--- config.mk ---
export PLATFORM = sky130hd
export DESIGN_NAME = st_source
export DESIGN_NICKNAME = d
export VERILOG_FILES = /design/src/rtl/st_source_pkg.sv /design/src/rtl/sync_fifo.sv /design/src/rtl/apb_csr.sv /design/src/rtl/beat_driver.sv /design/src/rtl/backpressure_monitor.sv /design/src/rtl/st_source.sv
export SDC_FILE = /design/constraint.sdc
export NUM_CORES = 1
export LEC_CHECK = 0
export BUFFER_PORTS_ARGS = -buffer_cell sky130_fd_sc_hd__buf_2
export CORE_MARGIN = 5
export CORE_UTILIZATION = 62
export DETAILED_ROUTE_END_ITERATION = 6
export GPL_ROUTABILITY_DRIVEN = 1
export PLACE_DENSITY = 0.89
export SETUP_SLACK_MARGIN = 0.1
export SLEW_MARGIN = 20
export SYNTH_ARGS = -nofsm -noshare
export SYNTH_HDL_FRONTEND = slang
export SYNTH_SLANG_ARGS = --single-unit
--- constraint.sdc ---
create_clock -name clk -period 7.75 [get_ports clk]
set_input_delay 0.3875 -clock clk [delete_from_list [all_inputs] [get_ports clk]]
set_output_delay 0.3875 -clock clk [all_outputs]
set_load 0.01 [all_outputs]
--- src/rtl/st_source_pkg.sv ---
//--------------------------------------------------------------------------
// streaming source engine shared definitions
// widths, APB register map and the transaction record
//--------------------------------------------------------------------------
package st_source_pkg;

   // stream field widths
   localparam int data_w    = 32;
   localparam int channel_w = 4;
   localparam int idle_w    = 8;
   // stall counter saturates at all ones
   localparam int lat_w     = 16;

   // fifo sizing, level needs one bit more than the pointer
   localparam int txn_depth  = 16;
   localparam int resp_depth = 16;
   localparam int level_w    = 5;

   localparam int addr_w = 4;

   typedef logic [data_w-1:0]    st_data_t;
   typedef logic [channel_w-1:0] st_channel_t;
   typedef logic [idle_w-1:0]    idle_t;
   typedef logic [lat_w-1:0]     latency_t;
   typedef logic [addr_w-1:0]    apb_addr_t;

   // ------------------------------------------------------------------------
   // register map
   // ------------------------------------------------------------------------
   // ctrl: bit 0 sop, bit 1 eop, bits 7:4 channel, bits 23:16 idles
   localparam apb_addr_t reg_ctrl   = 4'h0;
   // data: write pushes one transaction
   localparam apb_addr_t reg_data   = 4'h4;
   // status: txn level, resp level, complete, sticky overflow
   localparam apb_addr_t reg_status = 4'h8;
   // resp: read pops one latency
   localparam apb_addr_t reg_resp   = 4'hC;

   // one queued beat, 46 bits
   typedef struct packed {
      idle_t       idles;
      logic        sop;
      logic        eop;
      st_channel_t channel;
      st_data_t    data;
   } st_txn_t;

endpackage

--- src/rtl/sync_fifo.sv ---
//--------------------------------------------------------------------------
// synchronous FIFO, circular buffer with any packed payload type
//--------------------------------------------------------------------------
`timescale 1ns/1ps

module sync_fifo #(
   parameter type payload_t = logic [7:0],
   parameter int  depth     = 16
) (
   input  logic                         clk,
   input  logic                         reset,
   input  logic                         push,
   input  payload_t                     push_data,
   input  logic                         pop,
   output payload_t                     pop_data,
   output logic                         empty,
   output logic                         full,
   output logic [$clog2(depth+1)-1:0]   level
);

   localparam int ptr_w = (depth > 1) ? $clog2(depth) : 1;
   localparam int lvl_w = $clog2(depth + 1);

   payload_t               mem [depth];
   logic [ptr_w-1:0]       wr_ptr;
   logic [ptr_w-1:0]       rd_ptr;
   logic [lvl_w-1:0]       count;
   logic                   do_push;
   logic                   do_pop;

   // push while full and pop while empty are dropped
   assign do_push = push && !full;
   assign do_pop  = pop && !empty;

   assign empty    = (count == '0);
   assign full     = (count == lvl_w'(depth));
   assign level    = count;
   // head entry is always visible
   assign pop_data = mem[rd_ptr];

   // storage, written only on an accepted push
   always_ff @(posedge clk) begin
      if (do_push) begin
         mem[wr_ptr] <= push_data;
      end
   end

   // pointers wrap at depth, so depth need not be a power of two
   always_ff @(posedge clk or posedge reset) begin
      if (reset) begin
         wr_ptr <= '0;
         rd_ptr <= '0;
         count  <= '0;
      end else begin
         if (do_push) begin
            wr_ptr <= (wr_ptr == ptr_w'(depth - 1)) ? '0 : wr_ptr + 1'b1;
         end
         if (do_pop) begin
            rd_ptr <= (rd_ptr == ptr_w'(depth - 1)) ? '0 : rd_ptr + 1'b1;
         end
         // simultaneous push and pop leave the count alone
         if (do_push && !do_pop) begin
            count <= count + 1'b1;
         end else if (do_pop && !do_push) begin
            count <= count - 1'b1;
         end
      end
   end

endmodule

--- src/rtl/apb_csr.sv ---
//--------------------------------------------------------------------------
// APB register block, builds transactions from ctrl and data writes,
// pops back-pressure latencies and reports the status word
//--------------------------------------------------------------------------
`timescale 1ns/1ps

module apb_csr (
   input  logic                                 clk,
   input  logic                                 reset,
   input  logic                                 psel,
   input  logic                                 penable,
   input  logic                                 pwrite,
   input  st_source_pkg::apb_addr_t             paddr,
   input  logic [31:0]                          pwdata,
   input  logic                                 txn_full,
   input  logic [st_source_pkg::level_w-1:0]    txn_level,
   input  logic                                 resp_empty,
   input  logic                                 resp_full,
   input  logic [st_source_pkg::level_w-1:0]    resp_level,
   input  st_source_pkg::latency_t              resp_out,
   input  logic                                 resp_push,
   input  logic                                 driver_busy,
   output logic [31:0]                          prdata,
   output logic                                 pready,
   output logic                                 pslverr,
   output logic                                 txn_push,
   output st_source_pkg::st_txn_t               txn_in,
   output logic                                 resp_pop
);

   import st_source_pkg::*;

   logic          access;
   logic          ctrl_wr;
   logic          data_wr;
   logic          status_rd;
   logic          resp_rd;
   logic          complete;
   logic [31:0]   status_word;

   // held control fields, reused by every following data write
   logic          ctrl_sop;
   logic          ctrl_eop;
   st_channel_t   ctrl_channel;
   idle_t         ctrl_idles;
   // sticky response overflow
   logic          resp_ovf;

   // no wait states
   assign pready = 1'b1;

   // ------------------------------------------------------------------------
   // access phase decode
   // ------------------------------------------------------------------------
   assign access    = psel && penable;
   assign ctrl_wr   = access && pwrite && (paddr == reg_ctrl);
   assign data_wr   = access && pwrite && (paddr == reg_data);
   assign status_rd = access && !pwrite && (paddr == reg_status);
   assign resp_rd   = access && !pwrite && (paddr == reg_resp);

   // transaction = ctrl fields merged with the written data word
   assign txn_in.idles   = ctrl_idles;
   assign txn_in.sop     = ctrl_sop;
   assign txn_in.eop     = ctrl_eop;
   assign txn_in.channel = ctrl_channel;
   assign txn_in.data    = pwdata;

   // a full txn fifo drops the write, an empty resp fifo gives no pop
   assign txn_push = data_wr && !txn_full;
   assign resp_pop = resp_rd && !resp_empty;
   assign pslverr  = (data_wr && txn_full) || (resp_rd && resp_empty);

   // nothing queued, nothing held and no idle countdown running
   assign complete = (txn_level == '0) && !driver_busy;

   // 17 overflow, 16 complete, 12:8 resp level, 4:0 txn level
   assign status_word = {14'd0, resp_ovf, complete, 3'd0, resp_level, 3'd0, txn_level};

   // read mux, everything write only or unmapped reads 0
   always_comb begin
      prdata = '0;
      if (status_rd) begin
         prdata = status_word;
      end else if (resp_rd && !resp_empty) begin
         prdata = 32'(resp_out);
      end
   end

   always_ff @(posedge clk or posedge reset) begin
      if (reset) begin
         ctrl_sop     <= 1'b0;
         ctrl_eop     <= 1'b0;
         ctrl_channel <= '0;
         ctrl_idles   <= '0;
         resp_ovf     <= 1'b0;
      end else begin
         if (ctrl_wr) begin
            ctrl_sop     <= pwdata[0];
            ctrl_eop     <= pwdata[1];
            ctrl_channel <= pwdata[7:4];
            ctrl_idles   <= pwdata[23:16];
         end
         // monitor pushed into a full resp fifo, record lost
         if (resp_push && resp_full) begin
            resp_ovf <= 1'b1;
         end
      end
   end

endmodule

--- src/rtl/beat_driver.sv ---
//--------------------------------------------------------------------------
// stream beat driver, idle countdown then one valid beat held until
// the sink takes it
//--------------------------------------------------------------------------
`timescale 1ns/1ps

module beat_driver (
   input  logic                          clk,
   input  logic                          reset,
   input  st_source_pkg::st_txn_t        txn_out,
   input  logic                          txn_empty,
   input  logic                          src_ready,
   output logic                          txn_pop,
   output logic                          src_valid,
   output st_source_pkg::st_data_t       src_data,
   output st_source_pkg::st_channel_t    src_channel,
   output logic                          src_sop,
   output logic                          src_eop,
   output logic                          driver_busy
);

   import st_source_pkg::*;

   // current transaction payload
   st_txn_t    txn_q;
   // beat on the port
   logic       valid_q;
   // idle countdown running, valid stays low
   logic       counting;
   idle_t      idle_cnt;
   logic       accept;

   assign accept = valid_q && src_ready;

   // --------------------------------------------------------------------------
   // fetch
   // --------------------------------------------------------------------------
   // take the next txn when nothing is loaded, or in the cycle the held
   // beat is accepted so back-to-back beats have no bubble
   assign txn_pop = !txn_empty && (!(valid_q || counting) || accept);

   assign driver_busy = valid_q || counting;

   // fields only show while valid, idle outputs are zero
   assign src_valid   = valid_q;
   assign src_data    = valid_q ? txn_q.data    : '0;
   assign src_channel = valid_q ? txn_q.channel : '0;
   assign src_sop     = valid_q && txn_q.sop;
   assign src_eop     = valid_q && txn_q.eop;

   // payload register, loaded on every pop
   always_ff @(posedge clk) begin
      if (txn_pop) begin
         txn_q <= txn_out;
      end
   end

   // --------------------------------------------------------------------------
   // beat control
   // --------------------------------------------------------------------------
   always_ff @(posedge clk or posedge reset) begin
      if (reset) begin
         valid_q  <= 1'b0;
         counting <= 1'b0;
         idle_cnt <= '0;
      end else begin
         if (txn_pop) begin
            if (txn_out.idles == '0) begin
               // zero idles, beat valid the next cycle
               valid_q  <= 1'b1;
               counting <= 1'b0;
            end else begin
               valid_q  <= 1'b0;
               counting <= 1'b1;
               idle_cnt <= txn_out.idles;
            end
         end else if (counting) begin
            // last idle cycle, raise valid after it
            if (idle_cnt == idle_t'(1)) begin
               counting <= 1'b0;
               valid_q  <= 1'b1;
            end
            idle_cnt <= idle_cnt - 1'b1;
         end else if (accept) begin
            // taken and nothing queued
            valid_q <= 1'b0;
         end
      end
   end

endmodule

--- src/rtl/backpressure_monitor.sv ---
//--------------------------------------------------------------------------
// back-pressure monitor, counts stall cycles of each beat and emits the
// count as a response record on acceptance
//--------------------------------------------------------------------------
`timescale 1ns/1ps

module backpressure_monitor (
   input  logic                       clk,
   input  logic                       reset,
   input  logic                       src_valid,
   input  logic                       src_ready,
   output logic                       resp_push,
   output st_source_pkg::latency_t    resp_latency
);

   import st_source_pkg::*;

   latency_t   stall_cnt;
   logic       accept;
   logic       stall;

   assign accept = src_valid && src_ready;
   assign stall  = src_valid && !src_ready;

   // record leaves in the acceptance cycle with the count so far
   assign resp_push    = accept;
   assign resp_latency = stall_cnt;

   // saturating stall counter, cleared once the beat is taken
   always_ff @(posedge clk or posedge reset) begin
      if (reset) begin
         stall_cnt <= '0;
      end else if (accept) begin
         stall_cnt <= '0;
      end else if (stall && (stall_cnt != '1)) begin
         stall_cnt <= stall_cnt + 1'b1;
      end
   end

endmodule

--- src/rtl/st_source.sv ---
//--------------------------------------------------------------------------
// streaming source engine top, APB in, valid/ready beats out
//--------------------------------------------------------------------------
`timescale 1ns/1ps

module st_source (
   input  logic                          clk,
   input  logic                          reset,
   // APB slave
   input  logic                          psel,
   input  logic                          penable,
   input  logic                          pwrite,
   input  st_source_pkg::apb_addr_t      paddr,
   input  logic [31:0]                   pwdata,
   output logic [31:0]                   prdata,
   output logic                          pready,
   output logic                          pslverr,
   // stream source
   output logic                          src_valid,
   output st_source_pkg::st_data_t       src_data,
   output st_source_pkg::st_channel_t    src_channel,
   output logic                          src_sop,
   output logic                          src_eop,
   input  logic                          src_ready
);

   import st_source_pkg::*;

   // transaction path
   logic                 txn_push;
   st_txn_t              txn_in;
   logic                 txn_pop;
   st_txn_t              txn_out;
   logic                 txn_empty;
   logic                 txn_full;
   logic [level_w-1:0]   txn_level;

   // response path
   logic                 resp_push;
   latency_t             resp_latency;
   logic                 resp_pop;
   latency_t             resp_out;
   logic                 resp_empty;
   logic                 resp_full;
   logic [level_w-1:0]   resp_level;

   logic                 driver_busy;

   apb_csr u_csr (
      .clk         (clk),
      .reset       (reset),
      .psel        (psel),
      .penable     (penable),
      .pwrite      (pwrite),
      .paddr       (paddr),
      .pwdata      (pwdata),
      .txn_full    (txn_full),
      .txn_level   (txn_level),
      .resp_empty  (resp_empty),
      .resp_full   (resp_full),
      .resp_level  (resp_level),
      .resp_out    (resp_out),
      .resp_push   (resp_push),
      .driver_busy (driver_busy),
      .prdata      (prdata),
      .pready      (pready),
      .pslverr     (pslverr),
      .txn_push    (txn_push),
      .txn_in      (txn_in),
      .resp_pop    (resp_pop)
   );

   sync_fifo #(.payload_t(st_txn_t), .depth(txn_depth)) txn_fifo (
      .clk       (clk),
      .reset     (reset),
      .push      (txn_push),
      .push_data (txn_in),
      .pop       (txn_pop),
      .pop_data  (txn_out),
      .empty     (txn_empty),
      .full      (txn_full),
      .level     (txn_level)
   );

   beat_driver u_driver (
      .clk         (clk),
      .reset       (reset),
      .txn_out     (txn_out),
      .txn_empty   (txn_empty),
      .src_ready   (src_ready),
      .txn_pop     (txn_pop),
      .src_valid   (src_valid),
      .src_data    (src_data),
      .src_channel (src_channel),
      .src_sop     (src_sop),
      .src_eop     (src_eop),
      .driver_busy (driver_busy)
   );

   // monitor watches the port as the sink sees it
   backpressure_monitor u_monitor (
      .clk          (clk),
      .reset        (reset),
      .src_valid    (src_valid),
      .src_ready    (src_ready),
      .resp_push    (resp_push),
      .resp_latency (resp_latency)
   );

   sync_fifo #(.payload_t(latency_t), .depth(resp_depth)) resp_fifo (
      .clk       (clk),
      .reset     (reset),
      .push      (resp_push),
      .push_data (resp_latency),
      .pop       (resp_pop),
      .pop_data  (resp_out),
      .empty     (resp_empty),
      .full      (resp_full),
      .level     (resp_level)
   );

endmodule

==> metrics.yaml <==
logic_synthesis:
  synth-seq-cells: 1097
  ys_warn_count: 0
  synth_seq_area_share: 0.764
  synthFlopType: "edfxtp_1"
  syn-cell-area_um2: 42700
  synth_top_area_cell: "edfxtp_1"
  synth_compound_area_frac: 0.0239
  synth_area_per_cell_um2: 21.7
  synth-adder-area-share: 0.00709
  synthTopCellsByArea: "edfxtp_1 72%, mux4_2 15%, dfrtp_1 3.9%"
  yosys.area_share.simple: 0.0266
  async_reset_ff_frac: 0.0611
  synth_xor_area_frac: 0.00492
  synth_edf_count: 1030
  synth_top_area_share: 0.725
  synthMuxAreaShare: 0.159
  synth_cells: 1963
  synth_top_family_by_area: "multiplexers"
  synth_cell_types: 55
cells_and_area:
  drive_above_1_share: 0.282
  multi_input_area_um2: 9570
  final_nets: 2182
  regArea_um2: 32600
  areaGrowthSynthToFinish_pct: 11.6
  nFillCells: 3651
route:
  drc: 0
  routedWlPerCell_um: 35.3
  vias: 22205
  ant_nets: 0
  vias_per_cell: 7.18
  drtPass1Iterations: 6
  wirelength_mm: 109
  drt_iter0_drc: 3720
timing:
  hold_slack_ns: 0.0570
  slew_headroom: 0.225
  layout_setup_ws_ns: 3.48
  final-setup-viol-count: 0
  tns_ns: 0
  fin_crit_sh: 0.551
  grt_setup_unrepaired: "false"
  timing.fmax_mhz: 234
  finalHoldViolCount: 0
  worst_pin_slew_ns: 1.16
  period_needed_ns: 4.27
  slew_violations: 0
  skew_ns: 0.0644
setup_path:
  critPathRequiredTime_ns: 7.36
  critical_path_buf_inv_count: 2
  critPathLaunchType: "flip-flop"
  crit_path_max_incr_delay_ns: 0.88
  arrival_ns: 3.88
  path_max_fanout: 57
  crit_type: "reg2out"
  slowest_stage: "buf_4"
  worstPathCellList: "buf_4, mux2i_1, a221oi_1, o21ai_0, a21oi_1, a21o_1, buf_2"
  path_delay_family: "compound AO/OA/AOI/OAI gates"
  cp-end-kind: "primary output"
floorplanning:
  die_x_um: 272
  initial_core_util: 0.623
  core_area_um2: 68500
  die_area_um2: 74200
  row_count: 96
  fp.dieH_um: 272
  io_pins: 115
pwr:
  leakage_nw: 15.5
  peakVddDrop_mv: 0.371
  p_per_area_nw_per_um2: 334
placement:
  place_worst_setup_slack_ns: 3.95
  port_buffers: 99
  dpl.hpwl_mm: 50.6
  gp_congestion: 0.834
clock_network:
  worstSkewPairLatency_ns: 0.69
  cts_root_buf: "clkbuf_16"
  cts_sinks: 1097
  hold_buffers: 0
  ctsResizeCount: 0
  clk_pin_slew_ns: 0.06
  cts_max_path_buffers: 3
  numCtsBuffers: 104
  tritoncts: "yes"
  htree_levels: 3
  cts_setup_buffers: 0
grt:
  gr-total-overflow: 0
  grt_max_degree: 121
  antenna_found_initial: 5
  grt.total_usage: 0.296
  grt_pass1_wl_mm: 160
  grt_pass1_vias: 23088
outcome:
  status: "finished clean"
hold_path:
  holdCritPathClass: "in2async"
run:
  max_cap_viol_count: 0
-- tightest hold or removal path, cell delays in order --
cell	delay, ns
buf_2	0.10
inv_2	0.06
buf_4	0.77
-- power breakdown --
group / total (mW) / internal [mW] / switching [mW]
logic: 3.39 / 1.65 / 1.74
clock network: 5.14 / 2.88 / 2.27
registers: 7.38 / 6.89 / 0.483
-- layer usage --
| metal | part of all wire | track usage | vias to the layer above |
|---|---|---|---|
| li1 | - | - | 8458 |
| met1 | 0.33 | 0.390 | 11401 |
| met2 | 0.51 | 0.497 | 1994 |
| met3 | 0.11 | 0.0605 | 348 |
| met4 | 0.044 | 0.113 | 4 |
| met5 | 0.00023 | 0 | - |
-- cells in the mapped netlist (19+ instances only) --
cell,instances
a21oi_1,27
a22oi_1,19
and2_1,57
buf_2,42
clkbuf_1,38
dfrtp_1,67
edfxtp_1,1030
ha_1,21
mux2i_1,36
mux4_2,276
nand2_1,45
nor2_1,38
o21ai_0,30
xnor2_1,19
-- final cells by class --
class | instances | area share
sequential | 1097 | 0.685
multi-input combinational | 752 | 0.201
clock buffer | 150 | 0.0614
tap | 882 | 0.0232
timing repair buffer | 143 | 0.0176
clock inverter | 46 | 0.0107
inverter | 19 | 0.00152
antenna | 5 | 0.000263
-- metrics by stage --
stage	std cells	area (µm²)	total power, mW	util
final	3094	47600	15.9	0.696
after floorplan	1976	42700	9.79	-
after global placement	2893	44200	10.5	0.646
after CTS	3089	47600	15.9	0.696
after global routing	3089	47600	16.4	0.696
after detailed placement	2893	44200	10.7	0.646
-- state kept, by name, indices dropped and copies added (netlist names) --
| register | cells |
|---|---|
| u_driver.src_valid | 1 |
| u_driver.txn_q | 38 |
| resp_fifo.wr_ptr | 4 |
| resp_fifo.mem | 256 |
| txn_fifo.wr_ptr | 4 |
| u_csr.ctrl_channel | 4 |
| resp_fifo.level | 5 |
| txn_fifo.rd_ptr | 4 |
| u_csr.ctrl_eop | 1 |
| u_monitor.resp_latency | 16 |
| txn_fifo.level | 5 |
| u_driver.counting | 1 |
| resp_fifo.rd_ptr | 4 |
| u_csr.ctrl_sop | 1 |
| txn_fifo.mem | 736 |
| u_driver.idle_cnt | 8 |
| u_csr.resp_ovf | 1 |
| u_csr.ctrl_idles | 8 |
-- path summary, 6_finish.rpt --
path                                startpoint                   to  slack (ns)  cells after the start
setup / recovery           resp_fifo.rd_ptr[0]            prdata[3]        3.48                      7
hold / removal                           reset   txn_fifo.wr_ptr[1]        0.06                      3
setup reg to reg            u_driver.src_valid    u_driver.counting        3.76                      6
hold reg to reg                 u_csr.resp_ovf       u_csr.resp_ovf        0.51                      1
max in group asynchronous                reset   txn_fifo.rd_ptr[1]        6.87                      3
min in group clk                    pwdata[11]  txn_fifo.mem[9][11]        0.07                      1
-- cell families (layout without fill, tap and decap cells) --
kind of cell,after synthesis,count (layout)
adders and majority gates,23,23
and+or+nand+nor,214,214
other,2,20
DFF,1097,1097
AOI/OAI and AO/OA,147,147
xor gates and xnor gates,24,24
buffers and inverters,127,358
muxes,329,329
-- placed cells by master (no fill, tap or decap), types with 27 or more instances in the layout --
master     Yosys  layout
mux2i_1       36      36
a21oi_1       27      27
clkbuf_16      0     105
o21ai_0       30      30
and2_1        57      45
edfxtp_1    1030    1030
mux4_2       276     276
buf_2         42      99
clkbuf_1      38      32
nor2_1        38      37
buf_4         17      43
nand2_1       45      45
dfrtp_1       67      61
No activity file was read; power rests on OpenSTA's default activity.
